### config.mk
export PLATFORM = sky130hd
export DESIGN_NAME = div_pipe
export DESIGN_NICKNAME = d
export VERILOG_FILES = /design/src/hdl/div_types_pkg.sv /design/src/hdl/div_cell_pkg.sv /design/src/hdl/div_cell.sv /design/src/hdl/div_array_row.sv /design/src/hdl/div_array.sv /design/src/hdl/div_pipe.sv
export SDC_FILE = /design/constraint.sdc
export NUM_CORES = 1
export LEC_CHECK = 0
export BUFFER_PORTS_ARGS = -buffer_cell sky130_fd_sc_hd__buf_2
export CAP_MARGIN = 20
export CORE_ASPECT_RATIO = 0.75
export CORE_MARGIN = 10
export CORE_UTILIZATION = 35
export CTS_CLUSTER_DIAMETER = 30
export DETAILED_ROUTE_END_ITERATION = 12
export GPL_TIMING_DRIVEN = 0
export SYNTH_ARGS = -nofsm -noshare
export SYNTH_HDL_FRONTEND = slang
export SYNTH_SLANG_ARGS = --single-unit
### constraint.sdc
create_clock -name clk -period 35.8 [get_ports clk]
set_input_delay 1.79 -clock clk [delete_from_list [all_inputs] [get_ports clk]]
set_output_delay 1.79 -clock clk [all_outputs]
set_load 0.05 [all_outputs]
### src/hdl/div_types_pkg.sv
package div_types_pkg;

  // ~~~~~~~~~~~~~~~~~~~~
  // operand widths
  // ~~~~~~~~~~~~~~~~~~~~

  localparam int dividend_w = 16;  // the dividend is two bytes wide

  // quotient and remainder share the divisor width
  localparam int divisor_w = 8;

  // ~~~~~~~~~~~~~~~~~~~~
  // array geometry
  // ~~~~~~~~~~~~~~~~~~~~

  localparam int row_count = divisor_w;  // each row yields one quotient bit

  // rows counted from the bottom that use the approximate cell
  localparam int default_approx_rows = 2;

endpackage

### src/hdl/div_cell_pkg.sv
package div_cell_pkg;

  // ~~~~~~~~~~~~~~~~~~~~
  // cell kinds
  // ~~~~~~~~~~~~~~~~~~~~

  typedef enum logic {
    cell_exact,   // plain full subtractor
    cell_approx   // subtractor with two wrong difference entries
  } cell_kind_t;

  // ~~~~~~~~~~~~~~~~~~~~
  // truth tables
  // ~~~~~~~~~~~~~~~~~~~~

  // every table is indexed by {x, y, borrow_in} and bit i holds the output for input i

  localparam logic [7:0] exact_diff_table   = 8'b1001_0110;  // x ^ y ^ borrow_in
  localparam logic [7:0] exact_borrow_table = 8'b1000_1110;  // set for 001, 010, 011 and 111

  // the approximate borrow keeps the exact behaviour
  localparam logic [7:0] approx_borrow_table = 8'b1000_1110;

  // difference is wrong at 001 (reads 0) and at 101 (reads 1)
  localparam logic [7:0] approx_diff_table = 8'b1011_0100;

endpackage

### src/hdl/div_cell.sv
`timescale 1ns/100ps

module div_cell #(
  parameter div_cell_pkg::cell_kind_t kind = div_cell_pkg::cell_exact
) (
  input  logic x,
  input  logic y,
  input  logic borrow_in,
  input  logic sel,
  output logic diff_sel,
  output logic borrow_out
);

  import div_cell_pkg::*;

  // the kind is fixed at elaboration so only one table pair is built
  localparam logic [7:0] diff_table   = (kind == cell_approx) ? approx_diff_table
                                                              : exact_diff_table;
  localparam logic [7:0] borrow_table = (kind == cell_approx) ? approx_borrow_table
                                                              : exact_borrow_table;

  logic [2:0] idx;
  logic       diff;

  assign idx = {x, y, borrow_in};

  assign diff       = diff_table[idx];
  assign borrow_out = borrow_table[idx];  // the borrow never looks at sel

  // a cleared quotient bit restores the remainder bit
  assign diff_sel = sel ? diff : x;

endmodule

### src/hdl/div_array_row.sv
`timescale 1ns/100ps

module div_array_row #(
  parameter div_cell_pkg::cell_kind_t kind = div_cell_pkg::cell_exact
) (
  input  logic [div_types_pkg::divisor_w:0]   window,
  input  logic [div_types_pkg::divisor_w-1:0] divisor,
  output logic                                quot_bit,
  output logic [div_types_pkg::divisor_w-1:0] rem_out
);

  import div_types_pkg::*;

  // borrow[j] enters cell j and borrow[divisor_w] leaves the row
  logic borrow [0:divisor_w];

  assign borrow[0] = 1'b0;

  // ~~~~~~~~~~~~~~~~~~~~
  // cell chain
  // ~~~~~~~~~~~~~~~~~~~~

  for (genvar j = 0; j < divisor_w; j++) begin : g_cell
    div_cell #(
      .kind (kind)
    ) u_cell (
      .x          (window[j]),
      .y          (divisor[j]),
      .borrow_in  (borrow[j]),
      .sel        (quot_bit),
      .diff_sel   (rem_out[j]),
      .borrow_out (borrow[j+1])
    );
  end

  // ~~~~~~~~~~~~~~~~~~~~
  // quotient decision
  // ~~~~~~~~~~~~~~~~~~~~

  // a set top bit means the window already exceeds any divisor
  assign quot_bit = window[divisor_w] | ~borrow[divisor_w];

endmodule

### src/hdl/div_array.sv
`timescale 1ns/100ps

module div_array #(
  parameter int approx_rows = div_types_pkg::default_approx_rows
) (
  input  logic [div_types_pkg::dividend_w-1:0] dividend,
  input  logic [div_types_pkg::divisor_w-1:0]  divisor,
  output logic [div_types_pkg::divisor_w-1:0]  quotient,
  output logic [div_types_pkg::divisor_w-1:0]  remainder
);

  import div_types_pkg::*;
  import div_cell_pkg::*;

  logic [divisor_w:0]   row_window [0:row_count-1];  // partial remainder seen by each row
  logic [divisor_w-1:0] row_rem    [0:row_count-1];  // restored remainder leaving each row

  // ~~~~~~~~~~~~~~~~~~~~
  // row stack
  // ~~~~~~~~~~~~~~~~~~~~

  for (genvar k = 0; k < row_count; k++) begin : g_row
    // the lowest approx_rows rows trade accuracy for a smaller cell
    localparam cell_kind_t row_kind = (k < approx_rows) ? cell_approx : cell_exact;

    if (k == row_count - 1) begin : g_top
      // the top row sees the upper nine dividend bits directly
      assign row_window[k] = dividend[dividend_w-1 -: divisor_w+1];
    end else begin : g_lower
      assign row_window[k] = {row_rem[k+1], dividend[k]};  // shift in the next dividend bit
    end

    div_array_row #(
      .kind (row_kind)
    ) u_row (
      .window   (row_window[k]),
      .divisor  (divisor),
      .quot_bit (quotient[k]),
      .rem_out  (row_rem[k])
    );
  end

  // the bottom row holds the final remainder
  assign remainder = row_rem[0];

endmodule

### src/hdl/div_pipe.sv
`timescale 1ns/100ps

module div_pipe #(
  parameter int approx_rows = div_types_pkg::default_approx_rows
) (
  input  logic                                 clk,
  input  logic                                 reset,
  input  logic                                 start,
  input  logic [div_types_pkg::dividend_w-1:0] dividend,
  input  logic [div_types_pkg::divisor_w-1:0]  divisor,
  output logic                                 done,
  output logic [div_types_pkg::divisor_w-1:0]  quotient,
  output logic [div_types_pkg::divisor_w-1:0]  remainder,
  output logic                                 div_zero,
  output logic                                 overflow
);

  import div_types_pkg::*;

  logic                  s1_valid;
  logic [dividend_w-1:0] s1_dividend;
  logic [divisor_w-1:0]  s1_divisor;

  logic [divisor_w-1:0] high_byte;
  logic [divisor_w-1:0] arr_quotient;
  logic [divisor_w-1:0] arr_remainder;
  logic                 zero_det;
  logic                 range_det;

  // ~~~~~~~~~~~~~~~~~~~~
  // input stage
  // ~~~~~~~~~~~~~~~~~~~~

  always_ff @(posedge clk) begin
    if (reset) begin
      s1_valid <= 1'b0;
    end else begin
      s1_valid <= start;
    end
  end

  always_ff @(posedge clk) begin
    if (start) begin
      s1_dividend <= dividend;
      s1_divisor  <= divisor;
    end
  end

  // ~~~~~~~~~~~~~~~~~~~~
  // array and range check
  // ~~~~~~~~~~~~~~~~~~~~

  div_array #(
    .approx_rows (approx_rows)
  ) u_array (
    .dividend  (s1_dividend),
    .divisor   (s1_divisor),
    .quotient  (arr_quotient),
    .remainder (arr_remainder)
  );

  assign high_byte = s1_dividend[dividend_w-1 -: divisor_w];
  assign zero_det  = (s1_divisor == '0);
  assign range_det = !zero_det && (high_byte >= s1_divisor);  // quotient would not fit

  // ~~~~~~~~~~~~~~~~~~~~
  // output stage
  // ~~~~~~~~~~~~~~~~~~~~

  always_ff @(posedge clk) begin
    if (reset) begin
      done      <= 1'b0;
      div_zero  <= 1'b0;
      overflow  <= 1'b0;
      quotient  <= '0;
      remainder <= '0;
    end else begin
      done <= s1_valid;  // a result not taken is simply overwritten
      if (s1_valid) begin
        div_zero <= zero_det;
        overflow <= range_det;
        if (zero_det || range_det) begin
          quotient  <= '1;
          remainder <= s1_dividend[divisor_w-1:0];
        end else begin
          quotient  <= arr_quotient;
          remainder <= arr_remainder;
        end
      end
    end
  end

  // a done pulse always traces back to a start two edges earlier
  a_no_spurious_done: assert property (@(posedge clk) disable iff (reset)
    !start |-> ##2 !done);

  a_zero_priority: assert property (@(posedge clk) disable iff (reset)
    div_zero |-> !overflow);

  if (approx_rows == 0) begin : g_exact_check
    // the operands behind a result sat in the input stage one edge before it
    a_exact_identity: assert property (@(posedge clk) disable iff (reset)
      (done && !div_zero && !overflow) |->
      (dividend_w'(quotient) * dividend_w'($past(s1_divisor)) + dividend_w'(remainder)
        == $past(s1_dividend)));
  end

endmodule

Yosys cells after proc, flatten, opt, wreduce, memory -nomap -nowiden
Memory sizes are Yosys's and may differ from the RTL's.
Cells that the tools add are included.
{ "op_classes": {"order_cmp": 65, "mux": 210, "bitwise_logic": 16, "reduce_logical": 4} }
{ "ops": {"columns": ["operator", "n"], "rows": [
  ["< comparator 3 x 4 -> 1 bit, second input constant", 64],
  ["2-to-1 mux 1 bit", 192],
  ["binary-select mux 1 bit (select 2 bit)", 16],
  ["2-to-1 mux 8 bit", 2],
  ["greater-or-equal comparator 8 bit", 1],
  ["logical NOT 8 bit", 1],
  ["inverter 1 bit", 8],
  ["OR 1 bit", 8],
  ["logical AND 1 bit", 1],
  ["logical NOT 1 bit", 1],
  ["logical OR 1 bit", 1]
]} }
{ "word_totals": {"register_bits": 44, "romBits": 896, "in_bits": 27, "output_inout_bits": 19, "wordCells": 415, "n_memories": 112} }
{ "memory_table": {"columns": ["memory", "depth", "width", "read_ports", "rd_ports_with_merged_regs", "write_ports", "line_no", "rtl"], "rows": [
  ["(name not given)", 8, 1, 1, 0, 0, "div_cell.sv:28", "assign borrow_out = borrow_table[idx];"],
  ["(name not given)", 8, 1, 1, 0, 0, "div_cell.sv:27", "assign diff = diff_table[idx];"],
  ["(name not given)", 8, 1, 1, 0, 0, "div_cell.sv:28", null],
  ["(name not given)", 8, 1, 1, 0, 0, "div_cell.sv:27", null],
  ["(name not given)", 8, 1, 1, 0, 0, "div_cell.sv:28", null],
  ["(name not given)", 8, 1, 1, 0, 0, "div_cell.sv:27", null],
  ["+106 memories", null, null, null, null, null, null, null]
]} }

Longest topological paths before layout
Gate-level depths: netlist of run 1.
{ "logic_depth": {"word_depth": 139, "mapped_depth": 190, "mapped_depth_nobuf": 186} }

Modules after synthesis
From an unflattened synthesis of run 1, not the netlist that was laid out.
{ "unflattened": {"hier_cells": 600, "area_unflattened_um2": 5207.5} }
{ "by_module_without_submodules": {"columns": ["module", "n_inst", "cells_each", "area_each_um2", "seq_area_each_um2"], "rows": [
  ["div_cell (u_array.g_row[2].u_row.g_cell[0].u_cell ...)", 48, 8, 58.8, 0.0],
  ["div_pipe", 1, 136, 1804.2, 1121.1],
  ["div_cell (u_array.g_row[0].u_row.g_cell[0].u_cell ...)", 16, 4, 31.3, 0.0],
  ["div_array_row", 8, 2, 10.0, 0.0]
]} }

Worst setup path after synthesis of run 1
OpenSTA, ideal clock, no wires.
{ "synth_path": {"path_type": "reg2reg", "start": "reg s1_divisor[1]", "end": "reg remainder[2] (netlist bit)", "setup_time_ns": 0.088, "arrival_time_ns": 26.481, "slack_ns": 9.231, "path_stages_with_launch": 183, "n_path_buf": 5, "path_cell_list": "edfxtp_1 clkbuf_1 inv_1 ha_1 inv_1 mux2_2 inv_1 ha_1 inv_1 mux2_2 inv_1 ha_1 inv_1 mux2_2 inv_1 ha_1 inv_1 mux2_2 [147 not listed] a221o_1 or3_4 buf_6 o21ai_1 mux2i_4 o21ai_1 a31o_2 o221ai_2 buf_6 a311oi_2 o31ai_1 o221a_1 o31a_4 o21ai_2 a21oi_4 o221a_1 nor3b_1 o32ai_2"} }
{ "synth_between": {"elab_chain_cells": 137, "word_cells_on_any_way": 291, "classes_between": "1 x order compare; 164 x mux; 16 x bitwise; 4 x reduce/logical; 106 x memory"} }
{ "synth_lines": {"columns": ["item", "line_no", "rtl"], "rows": [
  ["start, declared", "div_pipe.sv:22", "logic [divisor_w-1:0] s1_divisor;"],
  ["start signal, assigned", "div_pipe.sv:45", "s1_divisor <= divisor;"],
  ["memory read (8 x 1 bit)", null, null],
  ["2-to-1 mux 1 bit (implied by the code)", "div_cell.sv:28", null],
  ["memory read (8 x 1 bit)", null, null],
  ["2-to-1 mux 1 bit (implied by the code)", "div_cell.sv:28", null],
  ["memory read (8 x 1 bit)", null, null],
  ["2-to-1 mux 1 bit (implied by the code)", "div_cell.sv:28", null],
  ["memory read (8 x 1 bit)", null, null],
  ["2-to-1 mux 1 bit (implied by the code)", "div_cell.sv:28", null],
  ["[121 not listed]", null, null],
  ["memory read (8 x 1 bit)", null, null],
  ["2-to-1 mux 1 bit (implied by the code)", "div_cell.sv:28", null],
  ["memory read (8 x 1 bit)", null, null],
  ["2-to-1 mux 1 bit (implied by the code)", "div_cell.sv:28", null],
  ["inverter 1 bit", "div_array_row.sv:41", "assign quot_bit = window[divisor_w] | ~borrow[divisor_w];"],
  ["OR 1 bit", "div_array_row.sv:41", null],
  ["2-to-1 mux 1 bit", "div_cell.sv:31", "assign diff_sel = sel ? diff : x;"],
  ["2-to-1 mux 8 bit (*)", "div_pipe.sv:82", "if (zero_det || range_det) begin"],
  ["end signal, assigned", "div_pipe.sv:84", "remainder <= s1_dividend[divisor_w-1:0];"],
  ["end signal, assigned", "div_pipe.sv:87", "remainder <= arr_remainder;"],
  ["end, declared", "div_pipe.sv:13", "output logic [div_types_pkg::divisor_w-1:0] remainder,"]
]} }
Every way passes the cells marked *; elsewhere a longest branch is shown, timed or not. The select of a mux whose other input is x is not followed.
A chain may end at the register's enable or synchronous reset.

Worst setup path in the final report of run 1
{ "layout_path": {"start": "reg s1_divisor[1]", "end": "reg remainder[0] (netlist bit)"} }
The elaborated chain is that of the path after synthesis.

==> results.txt, run 1 <==
- After synthesis, the mean cell area works out to ~8.4 um^2.
- The number of global-route vias before repair was about 4700.
* Element type at the critical path start: flop
* Cell types occupying the most area after synthesis: ha_1, edfxtp_1, dfxtp_1
- Hold Vio Cnt, Final: 0
- The core region is around 17000 um^2.
* Pin count of the biggest net entering global routing: 26
- Once the clock tree was built, the resizer swapped 0 gates to a different size.
* Cell row count: 41
* Count of routing violations after the opening detailed-route iteration: around 340
- Across the run, the number of max-cap violations was 0.
- Number of top-level design ports: 46
* Number of buffers added by the clock tree synthesis step: 5
- DRC violations left: 0
- Post-synthesis sequential element count: between 40 and 50
- Final weighted congestion of routability-driven global placement: 0.820
- Dividing the detail-routed wire length by the instance count gives 15.4 um.
- The setup path with the least slack is of type reg -> reg.
- The number of antenna violations at the first check in global routing came to 0.
- Top cell type by total area after synthesis: ha_1
- Setup violations remaining at the end of the flow were counted as 0.
- CP Data Arrival Time: 31.11 ns
- Synthesis Warnings: 0
- At the end of the flow the core is filled with cells to between 30 and 40%.
- The initial utilization of the core area, before any placement, comes to 35.4%.
- The number of pins with negative max-slew slack in the final report is 0.
- Buffers added to address setup during post-CTS repair amount to 0.
- Count of flip-flops with a built-in enable after synthesis: 24
* Result of the run: finished, final reports clean
- Total Die Area: about 23000 um^2
* Final HPWL from detailed placement: approximately 12 mm
* Number of nets still failing antenna checks after routing: 0
* Top achievable clock speed: 32.4 MHz
- STA puts the critical path data required time at around 36 ns.
* Global-route wire length before repair: roughly 25 mm
* Detailed-route via count: slightly above 5000
* Number of non-filler instances in the completed layout: between 900 and 1000
- Clock slew seen by the registers of the worst setup and hold paths: 0.06 ns
- Longest individual stage delay on the worst path: around 0.74 ns
* Total standard cell area after synthesis: just under 6000 um^2
* Ranking of synthesized cells by instance count: ha_1, inv_1, nand2_1, nor2_1, o21ai_0
- STA classifies the critical path endpoint as a flop.
* Total area of sequential cells: 1120 um^2
* Slew margin rel.: 43.8%
* Cell mode on critical path: inv_1
* Portion of the clock cycle consumed by the worst path in the final layout: a little under nine tenths
- In this run, placement finished with an instance count of a little under 1000.
* Wire length after detailed routing: around 15 mm
* TritonCTS clock tree: done
- Final Critical Period: between 30 and 40 ns
- The clock passes through at most 2 buffers.
- For the worst-skew pair, the clock arrives at the later sink with an insertion delay of a little under 0.3 ns.
- Summing all multi-input logic gate instances after layout gives around 4400 um^2.
* Fill cell instance count of the final layout: ~1700
- On the final layout, the worst hold slack is around 0.45 ns.
- Slowest stage cell, crit path: mux2i_1
- The cell sitting at the root of the clock tree is a clkbuf_16.
- Hold repair after CTS inserted 0 buffers.
- Clock Skew: between 0.005 and 0.006 ns
- Using the TritonRoute via totals, the vias-per-cell ratio works out to about 5.2.
* IO Port Bufs: 45
* Cell count after synthesis: 707
* Portion of synthesized cell area occupied by the leading cell type: around 22%
- Setup Total Neg Slack: 0 ns
* Leftover overflow at the end of global routing: 0
* Die boundary height: approximately 130 um
- Transition time at the pin with the least slew margin: roughly 0.82 ns
* Post-layout nets: approximately 890
- In the post-synthesis netlist, the cell with the most instances is ha_1.
- CP Max Fanout: 18
* Share of flip-flops with an asynchronous set or reset: 0%
- Diode insertion count for antenna repair: 0
- RSZ-0062 raised after global routing: false
- Of the cells placed in the final design, the portion with a size suffix greater than 1 is between 10% and 20%.
* Tot GR Track Use: 13.2%
- In the synthesized netlist the dominant register cell turns out to be edfxtp_1.
- Area growth from synthesis to layout: 11.2%
- The clock net in this run drives a total of 44 sinks.
- Die W: roughly 170 um
- Drt first pass iters: 5
- Synthesis produced a netlist with a net count of 840.
- The share of the Yosys chip area taken by registers is between 10% and 20%.
- Netlist cell types: 86
- The clock tree synthesis step divided the H-tree into 2 levels.
* Type of the tightest min-delay check: reg -> reg
-- flip-flops by register name, indices dropped and copies added (netlist names) --
signal / cells
s1_divisor: 8
quotient: 8
remainder: 8
s1_valid: 1
overflow: 1
done: 1
div_zero: 1
s1_dividend: 16
-- layer usage --
| layer | share of wire (%) | routed length (um) | track usage [%] |
|---|---|---|---|
| met5 | 0 | 0 | 0 |
| met4 | 0.55 | 82 | 1.75 |
| met3 | 6.1 | 913 | 2.62 |
| met2 | 39 | 5860 | 18.5 |
| met1 | 54 | 8120 | 20.4 |
-- worst paths after layout --
path | start | end | slack [ns] | cells past startpoint
setup / recovery | s1_divisor[1] | remainder[0] | 4.90 | 181
hold / removal | remainder[1] | remainder[1] | 0.45 | 2
setup reg to reg | s1_divisor[1] | remainder[0] | 4.90 | 181
hold reg to reg | remainder[1] | remainder[1] | 0.45 | 2
-- final cells by class --
type / instances / share of cell area (%)
Buffer: 20 / 1.56
Clock buffer: 6 / 2.28
Clock inverter: 2 / 0.247
Inverter: 82 / 4.68
Multi-Input combinational cell: 561 / 66.7
Sequential cell: 44 / 17.1
Tap cell: 215 / 4.09
Timing Repair Buffer: 45 / 3.43
-- stage by stage --
stage	setup WS [ns]	area [um^2]
floorplan	9.23	5910
global placement	5.20	6410
detailed placement	5.02	6410
CTS	4.84	6580
global route	1.81	6580
finish	4.90	6580
-- logic make-up after synthesis --
logic type,share of synthesized area (%)
AO/OA/AOI/OAI,23.4
flip-flops,19.0
adder cells (fa/ha/maj),23.1
buffers and inverters,6.94
XOR/XNOR,5.65
AND/OR/NAND/NOR,17.5
multiplexers,4.51
-- worst max-delay path, delay by kind of cell (launching register included) --
| family | cells | cell delay, ns |
|---|---|---|
| mux | 12 | 3.38 |
| flops | 1 | 0.57 |
| buf+inv | 48 | 4.11 |
| fa+ha+maj | 38 | 7.31 |
| xor+xnor | 1 | 0.35 |
| compound gates | 48 | 9.65 |
| simple gates | 34 | 5.38 |
-- placed cells by master, fill, tap and decap left out, types with 8 or more instances in the layout --
| master | instances |
|---|---|
| a21o_1 | 12 |
| a21oi_1 | 27 |
| a311oi_1 | 9 |
| and3_1 | 8 |
| buf_2 | 49 |
| clkbuf_1 | 12 |
| dfxtp_1 | 20 |
| edfxtp_1 | 24 |
| ha_1 | 106 |
| inv_1 | 82 |
| mux2_2 | 10 |
| mux2i_1 | 12 |
| nand2_1 | 62 |
| nand2b_1 | 9 |
| nand3_1 | 12 |
| nor2_1 | 59 |
| nor2b_1 | 8 |
| o21a_1 | 10 |
| o21ai_0 | 44 |
| o21ai_1 | 13 |
| xnor2_1 | 8 |
| xor2_1 | 22 |
Power of run 1 is not shown: default switching activity piles up to over one toggle a cycle in this logic, so the estimate is an artifact.
==> run 2, diff against run 1 <==
Settings changed: PLACE_DENSITY set to 0.54.
==> run 2 against run 1 <==
- non-clock buffer count did not move
- sequential share of layout area barely moved
- register-to-register slack got worse by 0.08 ns
- final cell count did not move
- hold slack improved by 0.021 ns
- core utilization barely moved
==> results.txt, run 2 (synthesis results as in run 1) <==
- Clock latency on the worst-skew pair, taken at its later pin, is a little under 0.3 ns.
- DRC violations left: 0
- Count of maximum capacitance violations: 0
- The total overflow left after global routing is 0.
- RSZ-0062 raised after global routing: false
- Setup total negative slack on the finished layout was measured at 0 ns.
* Element type at the critical path start: flop
- The final critical path takes up between 80 and 90% of the cycle.
- Total area of sequential cells: around 1100 um^2
* Vias in the first global route: a little under 5000
- The library cell used most frequently in the layout, excluding fill and tap cells, is ha_1.
- Cell row count: slightly above 40
* Number of cells traversed by the worst register-to-register path: approximately 180
* Total Die Area: 22600 um^2
- Worst setup slack for register-to-register paths: slightly below 5 ns
- Cells resized by post-CTS repair: 0
- The register with the most flip-flops in the layout has 16 of them.
- The startpoint identified for the worst register-to-register timing path is s1_divisor[1].
- Final weighted congestion of routability-driven global placement: between 0.8 and 0.9
* Post-layout nets: slightly below 900
* Final HPWL from detailed placement: around 12 mm
- Critical path depth: between 150 and 200
- Clock Skew: about 0.0094 ns
* Transition time at the pin with the least slew margin: just under 0.9 ns
- The clock tree synthesis step divided the H-tree into 2 levels.
* Area occupied by multi-input gates: 4380 um^2
* Number of sinks driven by the clock tree: 44
- Type of the tightest min-delay check: reg -> reg
* Area growth from synthesis to layout: 11.2%
- 46 I/O pins were placed.
- Setup violations remaining at the end of the flow were counted as 0.
* Tot GR Track Use: 13.9%
- The first global-routing pass estimated 26.1 mm of wire.
- Worst-case hold slack: 0.470 ns
- TritonCTS built the clock tree.
- Detailed-route via count: ~5000
* Root Buffer: clkbuf_16
* Critical path endpoint category: flop
- In this run, CTS created clock tree buffers numbering 5.
* Timing startpoint of the critical path: s1_divisor[1]
- For this block, the initial DRC count from the detailed router was 261.
- After filler insertion, the fill cell instance count of the layout stands at ~1700.
- After detailed routing, the number of vias per cell comes to approximately 5.3.
- For this design, the slowest cell found on the critical path is mux2i_1.
- In this run the tightest slew margin relative to its limit is between 40% and 50%.
* CP Data Arrival Time: between 30 and 40 ns
* Antenna violations before repair: 0
- Critical R2R Capture: remainder[2]
- The most numerous cell type found on the critical path is inv_1.
- Once the floorplan was initialized, standard cells occupied ~35% of the core.
* Drt first pass iters: 5
* Maximum count of clock buffers along a single path: 2
- The library cells used most frequently in the layout, excluding fill and tap cells, are ha_1, inv_1, nand2_1.
- Die W: 170 um
- The number of hold violations in the final report is 0.
- Worst EP required: 36.01 ns
- Diode insertion count for antenna repair: 0
* Die boundary height: ~130 um
* Register with the most flip-flops: s1_dividend
- Broken down by cell family, the worst path's largest delay share belongs to compound AO/OA/AOI/OAI gates.
- After clock tree synthesis, the clock-pin slew on the worst setup and hold paths is ~0.07 ns.
- In the final layout, the share of cells above drive strength 1 is roughly 14%.
- Derived from the worst setup path, the maximum achievable clock frequency is 32.3 MHz.
- Final Critical Period: roughly 31 ns
- Setup CP Type: reg -> reg
- Buffers and inverters on the worst path: 49
- Endpoint of the most critical setup path: remainder[2]
- IO Port Bufs: 45
- Dividing the detail-routed wire length by the instance count gives between 15 and 20 um.
- In this run the standard cell core region covers around 17000 um^2.
- Longest individual stage delay on the worst path: a little under 0.8 ns
* CTS hold repair buffers: 0
- CP Max Fanout: 18
* Number of buffers inserted by post-CTS setup repair: 0
- Layout Utilization: 39.3%
- The number of pins with negative max-slew slack in the final report came to 0.
- Wire length after detailed routing: between 15 and 20 mm
- Entering global routing, the biggest net connects 26 pins.
- The detail route stage leaves a number of antenna-violating nets equal to 0.
- Result of the run: finished, final reports clean
==> run 2: worst min-delay path by stage <==
stage / slack (ns) / endpoint / cells after the start / from
2_1_floorplan: 0.51 / done / 1 / s1_valid
3_3_place_gp: 0.45 / remainder[1] / 2 / remainder[1]
3_5_place_dp: 0.46 / remainder[1] / 2 / remainder[1]
4_1_cts: 0.47 / remainder[1] / 2 / remainder[1]
5_1_grt: 0.50 / remainder[1] / 2 / remainder[1]
6_report: 0.47 / remainder[1] / 2 / remainder[1]
==> run 2: per-layer routing <==
metal	track usage, %	part of all wire, %
met5	0	0
met4	1.26	0.40
met3	1.99	5.3
met2	19.4	39
met1	22.0	55
==> run 2: stage by stage <==
step | cell area (um^2) | std cells | setup WS [ns]
5_1_grt | 6580 | 975 | 1.65
2_1_floorplan | 5910 | 707 | 9.23
3_5_place_dp | 6410 | 967 | 5.01
6_report | 6580 | 975 | 4.82
4_1_cts | 6580 | 975 | 4.76
3_3_place_gp | 6410 | 967 | 5.05
==> run 2: tightest hold or removal path, delay by kind of cell (launching register included) <==
family          cells  cell delay [ns]
compound gates      1             0.05
flops               1             0.32
simple gates        1             0.05
==> run 2: cell type report <==
type                            instances  area share [%]
Multi-Input combinational cell        561            66.6
Clock buffer                            6            2.28
Inverter                               82            4.68
Clock inverter                          2           0.266
Sequential cell                        44            17.0
Buffer                                 20            1.56
Timing Repair Buffer                   45            3.42
Tap cell                              215            4.09
Power of run 2 is left out for the same reason.
==> run 3, diff against run 2 <==
Settings changed: PLACE_DENSITY 0.54 to 0.47.
==> run 3 against run 2 <==
- count of clock-buffer cells in the layout unchanged
- global-route usage up 1.1 points
- die area unchanged
==> results.txt, run 3 (synthesis results as in run 1) <==
- Transition time at the pin with the least slew margin: just over 0.8 ns
- Once detailed placement completed, the half-perimeter wirelength came to 13.4 mm.
* Final Critical Period: 31.52 ns
- STA puts the critical path data arrival time at approximately 32 ns.
- Vias per cell: ~5.4
* Fill cell instance count of the final layout: 1700
- Final weighted congestion of routability-driven global placement: approximately 0.83
* Number of sinks driven by the clock tree: 44
- By instance count, the cell type seen most on the critical path is inv_1.
- The number of hold violations in the final report was 0.
* Starting utilization of the core area: 35.4%
- Top library cells by usage in the layout, fill and taps aside: ha_1, inv_1, nand2_1
- Leaving out fill and tap cells, the most frequent cell in the layout is ha_1.
* Post-layout nets: between 800 and 900
- After the first detailed-routing iteration, the DRC count stood at 350.
- Slew margin rel.: 44.5%
- In this run the clock root is driven by a clkbuf_16.
* Maximum count of clock buffers along a single path: 2
- Clock tree synthesis inserted a total of 5 buffers.
* Pin count of the biggest net entering global routing: 26
- In this design, the largest share of critical-path delay is due to compound AO/OA/AOI/OAI gates.
* Type of the tightest min-delay check: reg -> reg
- STA classifies the critical path startpoint as a flop.
- The number of antenna violations at the first check in global routing came to 0.
- Number of buffers inserted by post-CTS setup repair: 0
* Final worst slack: approximately 4.3 ns
* Clock Skew: 0.00575 ns
- The die covers approximately 23000 um^2.
- Summing over every cut layer, the via total after detailed routing is ~5200.
* Cell row count: between 40 and 50
* Longest individual stage delay on the worst path: 0.75 ns
* Cells resized by post-CTS repair: 0
- Buffers inserted to repair hold after CTS numbered 0.
* Wire length after detailed routing: 17.0 mm
* Max-slew violations: 0
- Dividing the detail-routed wire length by the instance count gives approximately 17 um.
- Along the worst path, the maximum fanout reaches 18.
- For this run, design rule violations remaining after detail routing come to 0.
- Top achievable clock speed: 31.7 MHz
- Tot GR Track Use: between 10 and 15%
* Die W: roughly 170 um
- RSZ-0062 raised after global routing: false
- The register with the most flip-flops in the layout has 16 of them.
* Deepest level of the CTS H-tree: 2
* Clock slew seen by the registers of the worst setup and hold paths: 0.07 ns
- Drt first pass iters: 5
- The critical path in this run is classified as reg -> reg.
- TritonCTS built the clock tree.
- Vias in the first global route: between 5000 and 6000
- Setup violations remaining at the end of the flow were counted as 0.
- 0 antenna diodes ended up in the layout.
- Standard cell core area: around 17000 um^2
- Input and output buffers added on the ports amount to between 40 and 50.
* Setup Total Neg Slack: 0 ns
- Slowest stage cell, crit path: mux2i_1
- Leftover overflow at the end of global routing: 0
- Number of nets still failing antenna checks after routing: 0
* Critical path endpoint category: flop
* Count of maximum capacitance violations: 0
* Register with the most flip-flops: s1_dividend
* Global-route wire length before repair: 27.5 mm
- Clock latency on the worst-skew pair, taken at its later pin, is just under 0.3 ns.
- Cells with a size suffix above 1 make up 14.5% of the layout.
- At the worst endpoint, the required time is roughly 36 ns.
- Number of top-level design ports: 46
- Buffers and inverters on the worst path: 49
- Setup slack at placement: between 4 and 5 ns
- The run finished with clean final reports.
* Portion of the clock cycle consumed by the worst path in the final layout: 88.0%
- Area growth from synthesis to layout: 11.2%
- The die is 133 um tall.
## run 3: cell types whose count changed in the layout (fill, tap and decap cells not counted)
cell | previous run | this run
clkinv_4 | 2 | 0
inv_6 | 0 | 1
clkinvlp_4 | 0 | 1
## run 3: metal layers
layer	vias to the layer above	GRT usage (%)	routed length, um
li1	2628	-	-
met5	-	0	0
met2	93	22.2	7040
met4	0	2.09	131
met3	13	2.50	760
met1	2494	22.2	9020
## run 3: tightest hold or removal path: stages (launching register included)
cell,delay (ns)
dfxtp_1,0.32
nand2_1,0.05
o21ai_1,0.05
## run 3: final cells by class
cell class              instances  area [um^2]  area share (%)
clock buffers                   6          150            2.28
well taps                     215          269            4.09
multi-input cells             561         4380            66.7
plain buffers                  20          103            1.56
repair buffers                 45          225            3.43
flip-flops and latches         44         1120            17.1
inverters                      82          308            4.68
clock inverters                 2         16.3           0.247
## run 3: worst paths after layout
| path | startpoint | endpoint | slack [ns] | cells past startpoint |
|---|---|---|---|---|
| setup / recovery | s1_divisor[1] | remainder[0] | 4.28 | 182 |
| hold / removal | remainder[1] | remainder[1] | 0.46 | 2 |
| setup reg to reg | s1_divisor[1] | remainder[0] | 4.28 | 182 |
| hold reg to reg | remainder[1] | remainder[1] | 0.46 | 2 |
## run 3: per-stage QoR
stage / cell area [um^2] / hold WS, ns / utilization, % / std cells
6_report: 6580 / 0.461 / 39.3 / 975
5_1_grt: 6580 / 0.511 / 39.3 / 975
2_1_floorplan: 5910 / 0.515 / - / 707
4_1_cts: 6580 / 0.465 / 39.3 / 975
3_5_place_dp: 6410 / 0.454 / 38.3 / 967
3_3_place_gp: 6410 / 0.446 / 38.3 / 967
Power of run 3 is left out for the same reason.
